## src/design/axil_ram_pkg.sv

```systemverilog
// Widths and codes fixed for a 32-bit data bus and a 16-bit byte address; no protection bits
`default_nettype none

package axil_ram_pkg;

  // --------------------
  // Bus widths
  // --------------------
  localparam int data_w     = 32;          // AXI data and RAM word width
  localparam int strb_w     = data_w / 8;  // One strobe bit per byte
  localparam int axi_addr_w = 16;          // AXI byte address width

  // --------------------
  // Response codes
  // --------------------
  localparam logic [1:0] resp_okay   = 2'b00;
  localparam logic [1:0] resp_slverr = 2'b10;  // Range or strobe error

  // Byte address to word index
  // Assumes 4-byte words, so the two low address bits are dropped
  function automatic logic [axi_addr_w-3:0] word_index(
    input logic [axi_addr_w-1:0] addr
  );
    return addr[axi_addr_w-1:2];
  endfunction

endpackage

`default_nettype wire

```

## src/design/axil_wr_port.sv

```systemverilog
// One write in flight; AW and W must arrive together, partial strobes and bad addresses get SLVERR
`timescale 1ns/1ps
`default_nettype none

module axil_wr_port #(
  parameter int unsigned depth = 1024  // RAM words
) (
  input  logic                                clka,
  input  logic                                rsta,
  // AW channel
  input  logic [axil_ram_pkg::axi_addr_w-1:0] awaddr,
  input  logic                                awvalid,
  output logic                                awready,
  // W channel
  input  logic [axil_ram_pkg::data_w-1:0]     wdata,
  input  logic [axil_ram_pkg::strb_w-1:0]     wstrb,
  input  logic                                wvalid,
  output logic                                wready,
  // B channel
  output logic [1:0]                          bresp,
  output logic                                bvalid,
  input  logic                                bready,
  // RAM port A, write only
  output logic                                ram_a_en,
  output logic                                ram_a_we,
  output logic [$clog2(depth)-1:0]            ram_a_addr,
  output logic [axil_ram_pkg::data_w-1:0]     ram_a_din
);
  import axil_ram_pkg::*;

  localparam int addr_w = $clog2(depth);

  logic [axi_addr_w-3:0] widx;       // Word index of awaddr
  logic                  in_range;
  logic                  full_strb;  // All byte lanes written
  logic                  legal;
  logic                  accept;     // AW and W taken this edge

  // --------------------
  // Decode and legality
  // --------------------
  assign widx      = word_index(awaddr);
  assign in_range  = 32'(widx) < depth;
  assign full_strb = &wstrb;          // RAM has no byte enables
  assign legal     = in_range & full_strb;

  // Both channels accepted on the same edge, never with a response pending
  assign accept  = awvalid & wvalid & ~bvalid;
  assign awready = accept;
  assign wready  = accept;

  // Illegal writes never reach the RAM
  assign ram_a_en   = accept & legal;
  assign ram_a_we   = legal;
  assign ram_a_addr = widx[addr_w-1:0];
  assign ram_a_din  = wdata;

  // --------------------
  // Response
  // --------------------
  always_ff @(posedge clka) begin
    if (rsta) begin
      bvalid <= 1'b0;
    end else if (accept) begin
      bvalid <= 1'b1;  // Next cycle after accept
    end else if (bready) begin
      bvalid <= 1'b0;
    end
  end

  // Response code held with bvalid until bready
  always_ff @(posedge clka) begin
    if (accept)
      bresp <= legal ? resp_okay : resp_slverr;
  end

endmodule

`default_nettype wire

```

## config.mk

```make
export PLATFORM = sky130hd
export DESIGN_NAME = axil_wr_port
export DESIGN_NICKNAME = d
export VERILOG_FILES = /design/src/design/axil_ram_pkg.sv /design/src/design/axil_wr_port.sv
export SDC_FILE = /design/constraint.sdc
export NUM_CORES = 1
export LEC_CHECK = 0
export BUFFER_PORTS_ARGS = -buffer_cell sky130_fd_sc_hd__buf_4
export CORE_MARGIN = 2
export CORE_UTILIZATION = 23
export DETAILED_ROUTE_END_ITERATION = 10
export PLACE_DENSITY_LB_ADDON = 0.12
export SYNTH_ARGS = -nofsm -noshare
export SYNTH_HDL_FRONTEND = slang
export SYNTH_SLANG_ARGS = --single-unit
```

## constraint.sdc

```tcl
create_clock -name clka -period 1.4 [get_ports clka]
set_input_delay 0.28 -clock clka [delete_from_list [all_inputs] [get_ports clka]]
set_output_delay 0.28 -clock clka [all_outputs]
set_load 0.01 [all_outputs]
```

======== Yosys cells after proc, flatten, opt, wreduce, memory -nomap -nowiden ========
Index checks and enable logic that the tools add are counted.
word-level totals
  flip-flop bits (word level) ............. 3
  bits in latches ......................... 0
  bits in writable memories ............... 0
  ROM bits ................................ 0
  input bits .............................. 57
  output and inout port bits .............. 49
  memories kept ........................... 0
cells by class
  add/sub/neg operators ................... 0
  multiply operators ...................... 0
  div/mod/pow operators ................... 0
  $lt $le $gt $ge ......................... 1
  equality and inequality tests ........... 0
  shift operators ......................... 0
  multiplexer cells ....................... 3
  bitwise logic cells ..................... 5
  reductions and logical operators ........ 2
operators by type and width
  operator                                                                        count
  14-bit by 11-bit less-than comparator with 1-bit output, second input constant  1
  1-bit AND                                                                       4
  4-bit AND reduction                                                             1
  1-bit two-way mux                                                               2
  2-bit two-way mux                                                               1
  2-bit nonzero test                                                              1
  1-bit NOT                                                                       1

======== Depth between registers and ports, before layout ========
  word-level depth ........................ 3
  mapped depth ............................ 3
  mapped depth without buffers ............ 2

======== Least setup slack after synthesis ========
OpenSTA, ideal clock, no wires.
  kind .................................... register to output
  start point ............................. reg bvalid
  end point ............................... out ram_a_en
  arrival time ............................ 1,022 ps
  required time ........................... 1,120 ps
  path slack .............................. 98 ps
  cell stages (with the launch flop) ...... 3
  buffers on the path ..................... 0
  cells stage by stage .................... dfxtp_1 nand3b_1 nor4b_1
on the way
  longest elaborated chain between the ends .. 3
RTL lines
  element                   line                text
  start: declaration        axil_wr_port.sv:21  output logic bvalid,
  start signal: assignment  axil_wr_port.sv:63  bvalid <= 1'b0;
  start signal: assignment  axil_wr_port.sv:65  bvalid <= 1'b1;
  start signal: assignment  axil_wr_port.sv:67  bvalid <= 1'b0;
  1-bit NOT                 axil_wr_port.sv:48  assign accept = awvalid & wvalid & ~bvalid;
  1-bit AND                 axil_wr_port.sv:48
  1-bit AND                 axil_wr_port.sv:53  assign ram_a_en = accept & legal;
  end: declaration          axil_wr_port.sv:24  output logic ram_a_en,
No other way between the ends.

======== Worst setup path after layout ========
Same ends and word-level chain as after synthesis.

==> impl_results.md <==
- Status: complete, but fails checks
- Failing checks: setup timing
- Number of cells on the worst hold path: 2
- Crit-path max FO: 2
- Vias per std cell: 3.984
- FMAX: 690.1 MHz
- Tmin final: 1.449 ns
- Commonest non-fill, non-tap cells in the layout: buf_4, clkbuf_4
- Setup TNS Final: -0.04911 ns
- GRT Overall Usage: 6.222%
- Syn Inst Count: 57
- CP delay by family, top: simple AND/OR/NAND/NOR gates
- Antenna diode count: 0
- Final Util: 18.43%
- Vias in the first global route: 234
- Placer congestion estimate: 0.6571
- DR WL/cell: 11.70 um
- Synth top area share: 70.59%
- DRT antenna net count: 0
- Initial Util: 24.10%
- Detailed Place HPWL: 579.2 um
- Share of cells above drive strength 1: 75.68%
- Leak: 0.1572 nW
- Core Rows: 16
- Max clock buf depth: 2
- Yosys reg bits: 2
- Global route total overflow: 0
- Hold Crit Class: input port to flip-flop
- Commonest non-fill, non-tap cell in the layout: buf_4
- Die W: 49.11 um
- Setup slack, reg-to-reg: 0.40 ns
- Port bufs: 18
- Area delta synth->final: -23.53%
- Crit path DAT: 1.17 ns
- Slew Viols, Final: 0
- Initial antenna violation count: 0
- Power Density: 763.4 nW/um^2
- Crit path launch type: flip-flop
- Worst setup margin: -0.04911 ns
- Critical path's slowest cell: dfxtp_2
- Worst-Skew Late Latency: 0.23 ns
- Syn avg cell area: 8.210 um^2
- Top cells by area, synth: buf_4, edfxtp_1, nand4bb_4, dfxtp_1, or4_4
- Hold endpoint: bvalid$_SDFFE_PP0P_
- Final period util: 103.5%
- First-pass GRT wire length: 1.028 mm
- Peak VDD IR: 0.2155 mV
- Number of CTS-inserted buffers: 3
- RSZ-0062 raised after global routing: true
- Worst R2R End: bresp[1]$_DFFE_PP_
- Register area share after synthesis: 10.70%
- Critical setup path kind: flip-flop to primary output
- Mapped cell area: 467.9 um^2
- Setup slack at placement: -0.02911 ns
- Root Buffer: clkbuf_4
- Largest net degree at the start of global routing: 4
- Worst endpoint required time: 1.12 ns
- DRC Markers: 0
- CP peak stage delay: 0.31 ns
- Initial DRC Count: 2
- WP buf/inv: 1
- Cells on worst reg2reg path: 3
- CTS sink cnt: 2
- Core Footprint: 1942 um^2
- FF-to-FF Start: bvalid$_SDFFE_PP0P_
- Design Power: 0.2732 mW
- Fin nets: 95
- Clock Skew: 0.002100 ns
- Die Height: 49.11 um
- Die area: 2411 um^2
- Syn Nets: 114
- Setup violations, final: 1
- Synth cell types: 14
- Startpoint of the worst hold path: rsta
- Final WL: 749 um
- Via count: 255
- Clock transition at the registers of the reported paths: 0.03 ns
- Fin. Hold Viols: 0
- Min Hold Slack: 0.2104 ns
- Yosys warns: 0
- Number of I/O pins: 106
- Worst path cell trace: nand3b_1 > nor4b_2 > buf_4
- CTS HTree Levels: 1
- Crit. End Element: primary output
- CTS tree: built
- Area leader, netlist: buf_4
- DRT Pass-1 Iters: 3
- Max-Cap Viols: 0
-- area by class of cell --
cell class	count	area, um^2
Timing Repair Buffer	20	150.1
Clock buffer	4	26.28
Sequential cell	2	51.30
Inverter	1	6.256
Fill cell	228	1584
Tap cell	27	33.78
Multi-Input combinational cell	10	90.09
-- Yosys cell counts --
cell type / number
buf_4: 44
a21oi_1: 1
conb_1: 1
dfxtp_1: 1
edfxtp_1: 1
inv_1: 1
nand2_1: 1
nand2b_1: 1
nand3b_1: 1
nand4bb_4: 1
nor2_1: 1
nor4_1: 1
nor4b_1: 1
or4_4: 1
-- timing repair --
action	CTS	global route
hold buffers	0	0
gates cloned	0	0
resized for setup	3	1
endpoints found under the setup margin	1	3
pin swaps	1	0
buffers inserted	2	0
-- layer usage --
| metal | wire length (um) | vias to the layer above | global-route usage, % |
|---|---|---|---|
| li1 | - | 95 | - |
| met1 | 213 | 111 | 3.911 |
| met2 | 352 | 39 | 8.784 |
| met3 | 146 | 10 | 6.135 |
| met4 | 36 | 0 | 8.095 |
| met5 | 0 | - | 0 |
-- how the worst max path moves through the flow --
stage / from / end / slack, ns / cells past startpoint
global placement: awaddr[14] / ram_a_en / 0.02 / 4
detailed placement: awaddr[14] / ram_a_en / -0.03 / 4
global route: bvalid$_SDFFE_PP0P_ / ram_a_en / -0.13 / 3
finish: bvalid$_SDFFE_PP0P_ / ram_a_en / -0.05 / 3
CTS: bvalid$_SDFFE_PP0P_ / ram_a_en / -0.06 / 3
floorplan: bvalid$_SDFFE_PP0P_ / ram_a_en / 0.1 / 2
-- cells by family (layout without fill, tap and decap cells) --
group,Yosys count,after routing,share of synthesized area (%)
AO/OA/AOI/OAI,1,1,1.068
buffers and inverters,45,25,71.39
flip-flops,2,2,10.70
other,1,1,0.8014
AND/OR/NAND/NOR,8,8,16.04
-- where the power goes --
part,switching [mW],internal (mW)
registers,0.00102,0.0646
logic,0.0227,0.0397
clock network,0.0388,0.106
total,0.0626,0.211
-- flip-flops by register name (all words and copies together) (netlist names) --
register,cells
bresp,1
bvalid,1
-- metrics by stage --
step | cell area, um^2 | std cells
2_1_floorplan | 467.9 | 57
5_1_grt | 357.8 | 64
4_1_cts | 355.3 | 64
3_5_place_dp | 306.5 | 58
6_report | 357.8 | 64
3_3_place_gp | 306.5 | 58
-- worst register-to-register path, delay by kind of cell (launching register included) --
kind	cells	cell delay (ns)
buf+inv	2	0.22
flops	1	0.31
simple gates	1	0.19
Power figures use the tool's default switching activity.
