[config.mk]
export PLATFORM = sky130hd
export DESIGN_NAME = axil_rd_port
export DESIGN_NICKNAME = d
export VERILOG_FILES = /design/src/design/axil_ram_pkg.sv /design/src/design/axil_rd_port.sv
export SDC_FILE = /design/constraint.sdc
export NUM_CORES = 1
export LEC_CHECK = 0
export ABC_AREA = 1
export ABC_CLOCK_PERIOD_IN_PS = 1250
export BUFFER_PORTS_ARGS = -buffer_cell sky130_fd_sc_hd__buf_2
export CAP_MARGIN = 20
export CORE_ASPECT_RATIO = 1.4
export CORE_MARGIN = 8
export CORE_UTILIZATION = 29
export DETAILED_ROUTE_END_ITERATION = 6
export GPL_TIMING_DRIVEN = 0
export PLACE_DENSITY = 0.87
export SLEW_MARGIN = 20
export SYNTH_ARGS = -nofsm -noshare
export SYNTH_HDL_FRONTEND = slang
export SYNTH_SLANG_ARGS = --single-unit
[constraint.sdc]
create_clock -name clka -period 1.25 [get_ports clka]
set_input_delay 0.125 -clock clka [delete_from_list [all_inputs] [get_ports clka]]
set_output_delay 0.125 -clock clka [all_outputs]
set_load 0.05 [all_outputs]
[src/design/axil_ram_pkg.sv]
// Widths and codes fixed for a 32-bit data bus and a 16-bit byte address; no protection bits
`default_nettype none

package axil_ram_pkg;

  // --------------------
  // Bus widths
  // --------------------
  localparam int data_w     = 32;          // AXI data and RAM word width
  localparam int strb_w     = data_w / 8;  // One strobe bit per byte
  localparam int axi_addr_w = 16;          // AXI byte address width

  // --------------------
  // Response codes
  // --------------------
  localparam logic [1:0] resp_okay   = 2'b00;
  localparam logic [1:0] resp_slverr = 2'b10;  // Range or strobe error

  // Byte address to word index
  // Assumes 4-byte words, so the two low address bits are dropped
  function automatic logic [axi_addr_w-3:0] word_index(
    input logic [axi_addr_w-1:0] addr
  );
    return addr[axi_addr_w-1:2];
  endfunction

endpackage

`default_nettype wire

[src/design/axil_rd_port.sv]
// One read in flight; rvalid comes out_reg+1 cycles after AR, out-of-range reads return zero
`timescale 1ns/1ps
`default_nettype none

module axil_rd_port #(
  parameter int unsigned depth   = 1024,  // RAM words
  parameter int unsigned out_reg = 1      // Matches the RAM output stage
) (
  input  logic                                clka,
  input  logic                                rsta,
  // AR channel
  input  logic [axil_ram_pkg::axi_addr_w-1:0] araddr,
  input  logic                                arvalid,
  output logic                                arready,
  // R channel
  output logic [axil_ram_pkg::data_w-1:0]     rdata,
  output logic [1:0]                          rresp,
  output logic                                rvalid,
  input  logic                                rready,
  // RAM port B, read only
  output logic                                ram_b_en,
  output logic [$clog2(depth)-1:0]            ram_b_addr,
  output logic                                ram_b_oreg_en,
  input  logic [axil_ram_pkg::data_w-1:0]     ram_b_dout
);
  import axil_ram_pkg::*;

  localparam int addr_w = $clog2(depth);
  localparam int cnt_w  = $clog2(out_reg + 2);  // Holds out_reg

  // State encoding
  localparam logic [1:0] st_idle = 2'd0;
  localparam logic [1:0] st_wait = 2'd1;  // RAM latency
  localparam logic [1:0] st_resp = 2'd2;  // rvalid high

  logic [1:0]            state;
  logic [cnt_w-1:0]      lat_cnt;     // Edges left before respond
  logic [axi_addr_w-3:0] widx;
  logic                  in_range;
  logic                  ar_hs;       // AR transfer this edge
  logic                  rd_err;      // Address was out of range
  logic                  first_wait;  // Cycle right after the RAM read

  // --------------------
  // Address decode
  // --------------------
  assign widx     = word_index(araddr);
  assign in_range = 32'(widx) < depth;
  assign ar_hs    = arvalid & arready;

  // RAM read issued on the accept edge only
  assign ram_b_en   = ar_hs & in_range;
  assign ram_b_addr = widx[addr_w-1:0];

  // Output register loads once, one cycle after the read
  assign first_wait    = (state == st_wait) && (lat_cnt == cnt_w'(out_reg));
  assign ram_b_oreg_en = first_wait & ~rd_err;

  // --------------------
  // R channel
  // --------------------
  assign rvalid = (state == st_resp);
  assign rdata  = rd_err ? '0 : ram_b_dout;  // RAM output stays put while idle
  assign rresp  = rd_err ? resp_slverr : resp_okay;

  // --------------------
  // FSM
  // --------------------
  always_ff @(posedge clka) begin
    if (rsta) begin
      state   <= st_idle;
      lat_cnt <= '0;
      arready <= 1'b0;  // Rises one cycle after reset
    end else begin
      // High exactly while idle
      arready <= ((state == st_idle) && !ar_hs) || ((state == st_resp) && rready);
      case (state)
        st_idle: begin
          if (ar_hs) begin
            state   <= st_wait;
            lat_cnt <= cnt_w'(out_reg);
          end
        end
        st_wait: begin
          if (lat_cnt == '0)
            state <= st_resp;
          else
            lat_cnt <= lat_cnt - 1'b1;
        end
        st_resp: begin
          if (rready)
            state <= st_idle;  // Transfer done
        end
        default: state <= st_idle;
      endcase
    end
  end

  // Error flag captured with the address
  always_ff @(posedge clka) begin
    if (ar_hs)
      rd_err <= ~in_range;
  end

endmodule

`default_nettype wire

### After elaboration in Yosys (flattened, before gate mapping)

Index checks and enable logic that the tools add are counted.

| word-level totals | value |
|---|---|
| input port bits | 52 |
| register bits | 6 |
| logic and storage cells | 36 |

| operators by class | value |
|---|---|
| multiplexer cells | 8 |
| reductions and logical operators | 10 |
| bitwise gates (word level) | 5 |
| equal/unequal tests | 7 |
| order comparisons | 1 |
| add/sub/neg operators | 1 |

Operator list:

| operator | count |
|---|---|
| two-way mux 32 bit | 1 |
| < comparator 14 x 11 -> 1 bit, second input constant | 1 |
| two-way mux 2 bit | 5 |
| case mux 2 bit (3 select lines) | 1 |
| AND reduction 3 bit | 2 |
| == test 2 x 1 -> 1 bit, second input constant | 2 |
| zero test 2 bit | 2 |
| inequality test 2 x 1 -> 1 bit, second input constant | 2 |
| inequality test 2 bit, second input constant | 2 |
| case mux 2 bit (2 select lines) | 1 |
| AND 1 bit | 3 |
| logical AND 1 bit | 3 |
| == test 2 bit, second input constant | 1 |
| inverter 1 bit | 2 |
| nonzero test 2 bit | 1 |
| subtractor 2 x 1 -> 2 bit, second input constant | 1 |
| zero test 1 bit | 1 |
| logical OR 1 bit | 1 |

### Depth between registers and ports, before layout

| depth | value |
|---|---|
| word-level depth | 4 |
| mapped depth | 7 |
| depth with buffers taken out | 7 |

### Least setup slack after synthesis

No wires, ideal clock.

| path | value |
|---|---|
| kind | register -> output |
| from | register arready |
| to | output port ram_b_en |
| data required time | 1.125 ns |
| path buffers | 0 |
| stages on the path, launching flop included | 3 |
| slack | -0.327 ns |
| arrival | 1.452 ns |
| cells stage by stage | dfxtp_1 -> nand2_1 -> nor2_1 |

| between the ends | value |
|---|---|
| longest elaborated chain between the ends | 2 |

RTL lines:

| element | line | source |
|---|---|---|
| start, declared | axil_rd_port.sv:14 | `output logic arready,` |
| start signal, assigned | axil_rd_port.sv:76 | `arready <= ((state == st_idle) && !ar_hs) \|\| ((state == st_resp) && rready);` |
| AND 1 bit | axil_rd_port.sv:49 | `assign ar_hs = arvalid & arready;` |
| AND 1 bit | axil_rd_port.sv:52 | `assign ram_b_en = ar_hs & in_range;` |
| end, declared | axil_rd_port.sv:21 | `output logic ram_b_en,` |

No other way between the ends.

### Worst setup path in the final report

| path | value |
|---|---|
| from | register rd_err |
| to | output port rdata[21] in the netlist's numbering |

| between the ends | value |
|---|---|
| longest elaborated chain between the ends | 1 |

RTL lines:

| element | line | source |
|---|---|---|
| start, declared | axil_rd_port.sv:41 | `logic rd_err;` |
| start signal, assigned | axil_rd_port.sv:102 | `rd_err <= ~in_range;` |
| two-way mux 32 bit | axil_rd_port.sv:63 | `assign rdata = rd_err ? '0 : ram_b_dout;` |
| end, declared | axil_rd_port.sv:16 | `output logic [axil_ram_pkg::data_w-1:0] rdata,` |

No other way between the ends.

==> results summary <==
For this run, global-route usage on met1 was measured as 14.3%. After synthesis, the share of flip-flops with an asynchronous set or reset is 0%. Walking the worst path, the cells encountered are buf_6 > buf_8 > nor2_4 > buf_8. The multiplexer area fraction after synthesis came out at 0%.

The distinct cell type count after synthesis came out at 14. The first-pass GRT wire length came out at 6120 µm. The post-route standard cell area excluding fillers came out at 1790 µm². In this run the remaining antenna-violating nets after routing total 0. The worst hold margin is 0.0855 ns. For the worst setup path, the data required time is 1.12 ns. The final HPWL from detailed placement is 2430 µm. TritonCTS created 3 clock buffers. The routability congestion estimate is 0.746. The floorplan die width came out at 56.6 µm.

Buffers placed on the I/O ports in this run total 86. The final setup slack of the worst path came out at -0.112 ns. The number of pins with negative max-slew slack in the final report is 0.

For this run, the detailed router's first-pass iteration total came to 4. For this run, the total global-route usage over all layers was measured as 18.5%. The count of standard-cell rows came out at 20. The cell at the root of the clock tree is clkbuf_4.

The die outline height is 72.9 µm. The overall power came out at 1010 µW. The via count of the first global-routing pass is 1,248.

Yosys mapped a number of flops with a built-in enable equal to 1. The total nets after synthesis is 182. The setup path with the least slack is of type reg -> out. The latest clock arrival within the worst-skew pair came out at 0.24 ns. Setup repair after global routing could not meet its margin everywhere. The maximum level of the CTS H-tree came out at 1. The checks that failed: setup timing. The share of the synthesized netlist area taken by xor and xnor gates came out at 0%.

The area share of fa/ha/maj cells after synthesis is 3.73%. The share of synthesized area in the top cell type comes to 22.9%. The number of synthesized register bits came out at 6. The via total after detailed routing is 1,084. The fraction of layout cells with a size suffix above 1 came out at 66.2%. The maximum clock skew at final layout is 0.000574 ns. The clock input transition at the sequential cells of the worst setup and hold paths is 0.05 ns. The leading register cell type out of synthesis is dfxtp_1.

The maximum number of pins on one net before global-route repair came out at 8. By area the synthesized netlist is led by inv_1, nor2_1, dfxtp_1, buf_4, nand2_1. The hold violation count in the final report is 0. The most common cell type on the critical path is buf_8. The area added between synthesis and finish is 167%. The initial core utilization is 30.8%. The number of nets in the layout came out at 277.

In this run the worst hold path is classified as in -> reg. The violation count after the first detailed-routing iteration is 15. The count of final setup violators is 30. The highest fanout seen on the critical path is 6.

In the finished design, the share of the clock period the worst path needs comes to 109%. Dividing total power by cell area gives a power density of 565 nW/µm². The count of yosys warnings during synthesis came out at 0. Ranked by instance count, the synthesized netlist is headed by inv_1, nor2_1, buf_4. The clock drives 6 sinks. The largest individual stage delay along the critical path comes from the cell edfxtp_1.

The per-cell routed wire length came out at 16.9 µm. The synthesized netlist cell count is 128. The run finished, with violations left.

The synthesized design spends more area on one cell type than any other, namely inv_1. A synthesized cell averages 5.24 µm². The main combinational cell family by area after synthesis is buffers and inverters. The initial antenna violation count came out at 0. Dividing the detail-routed via count by the number of cells gives 4.44. The die covers 4130 µm². Counting along the longest clock path gives a buffer depth of 2. The maximum operating frequency is 0.734 GHz. TritonCTS built the clock tree.

The count of hold buffers inserted by post-cts repair came out at 0. The count of antenna diodes in the layout came out at 0. STA classifies the critical path startpoint as a flip-flop. The time the worst path needs with I/O delays and setup is 1.36 ns. The I/O pin total is 100. The biggest cell delay along the critical path came out at 0.39 ns.

The total of fill cells in the finished design is 131. In this run the most used layer during global routing was met2. The worst ir drop on vdd is 0.653 mV. Of the total synthesized cell area, the portion taken by AND, OR, NAND and NOR gates is 34.1%. The standard cell core area came out at 2180 µm².

For the worst setup path, the data arrival time is 1.24 ns. The category of the worst setup path capture point is a primary output. The compound-gate portion of the synthesized area is 2.99%. The post-synthesis instance area came out at 671 µm².

The global-route track usage on met3 came out at 5.92%. After detailed placement, the total cell area comes to 1130 µm². The global-route met2 utilization is 39.6%. The leakage power summed over all cells is 0.000977 µW. The final global-route overflow total came out at 0.

The total negative slack came out at -2.37 ns. The number of remaining DRC errors came out at 0. The tool flagged a number of max-cap violations equal to 0. The sequential-to-total area share from yosys stat is 19.4%. The total wire length is 4130 µm.
flip-flops by register name (all words and copies together) (netlist names):
register  count
lat_cnt       2
state         2
rd_err        1
arready       1
cell usage in the layout, fill, tap and decap left out:
cell type / synthesis / final
edfxtp_1: 1 / 1
dfxtp_2: 0 / 2
nand2_1: 11 / 11
a21oi_1: 4 / 4
dfxtp_1: 5 / 3
inv_1: 41 / 41
buf_12: 0 / 2
clkbuf_4: 0 / 3
nor2_2: 2 / 6
nand3_1: 3 / 3
ha_1: 2 / 2
buf_16: 0 / 1
buf_2: 3 / 52
nand4_1: 1 / 1
conb_1: 1 / 1
buf_4: 12 / 14
buf_8: 0 / 24
nor2_4: 0 / 30
nor2_1: 41 / 7
buf_6: 0 / 13
clkbuf_1: 1 / 1
metrics by stage:
stage / util, % / setup WS [ns] / instances
final: 82.4 / -0.112 / 244
after global routing: 82.4 / -0.171 / 244
after CTS: 80.1 / -0.0901 / 244
after detailed placement: 52.0 / -0.00178 / 236
after global placement: 52.0 / -0.0142 / 236
after floorplan: - / -0.218 / 128
final timing paths:
kind	startpoint	end	slack, ns	cells after the start
max	rd_err$_DFFE_PP_	rdata[21]	-0.11	4
min	rsta	state[0]$_SDFFE_PP0P_	0.09	2
max reg2reg	lat_cnt[0]$_SDFFE_PP0P_	lat_cnt[1]$_SDFFE_PP0P_	0.19	7
min reg2reg	lat_cnt[1]$_SDFFE_PP0P_	lat_cnt[1]$_SDFFE_PP0P_	0.49	2
critical path, delay by kind of cell, from the launching register on:
kind / cells / cell delay [ns]
buf+inv: 3 / 0.48
flops: 1 / 0.39
simple gates: 1 / 0.12
cell type report:
cell class | count | area (µm²) | area share (%)
Tap cell | 22 | 27.5 | 1.54
Inverter | 41 | 154 | 8.58
Multi-Input combinational cell | 65 | 513 | 28.6
Sequential cell | 6 | 133 | 7.40
Clock buffer | 4 | 26.3 | 1.47
Timing Repair Buffer | 91 | 795 | 44.3
Buffer | 15 | 145 | 8.09
metal layers:
metal  wire length [µm]  vias to the layer above
met2               2500                       52
met3                349                        8
met4                 90                        0
met1               1190                      498
li1                   -                      526
met5                  0                        -
logic make-up (layout without fill, tap and decap cells):
kind of cell,after synthesis,after routing
compound gates,4,4
fa+ha+maj,2,2
buf+inv,57,151
flops,6,6
other cells,1,1
simple gates,58,58
power breakdown:
group	internal, µW	total, µW	switching [µW]
registers	214	227	13.1
logic	221	595	374
clock network	121	191	69.9
total	556	1010	457
repair_timing:
action                                  in CTS  in global routing
pin swaps                                   27                  5
hold endpoints to repair                     0                  0
setup buffers                                2                  0
resized for setup                          161                 13
gates cloned                                 3                  0
endpoints found under the setup margin      34                 36
No activity file was read; power rests on OpenSTA's default activity.
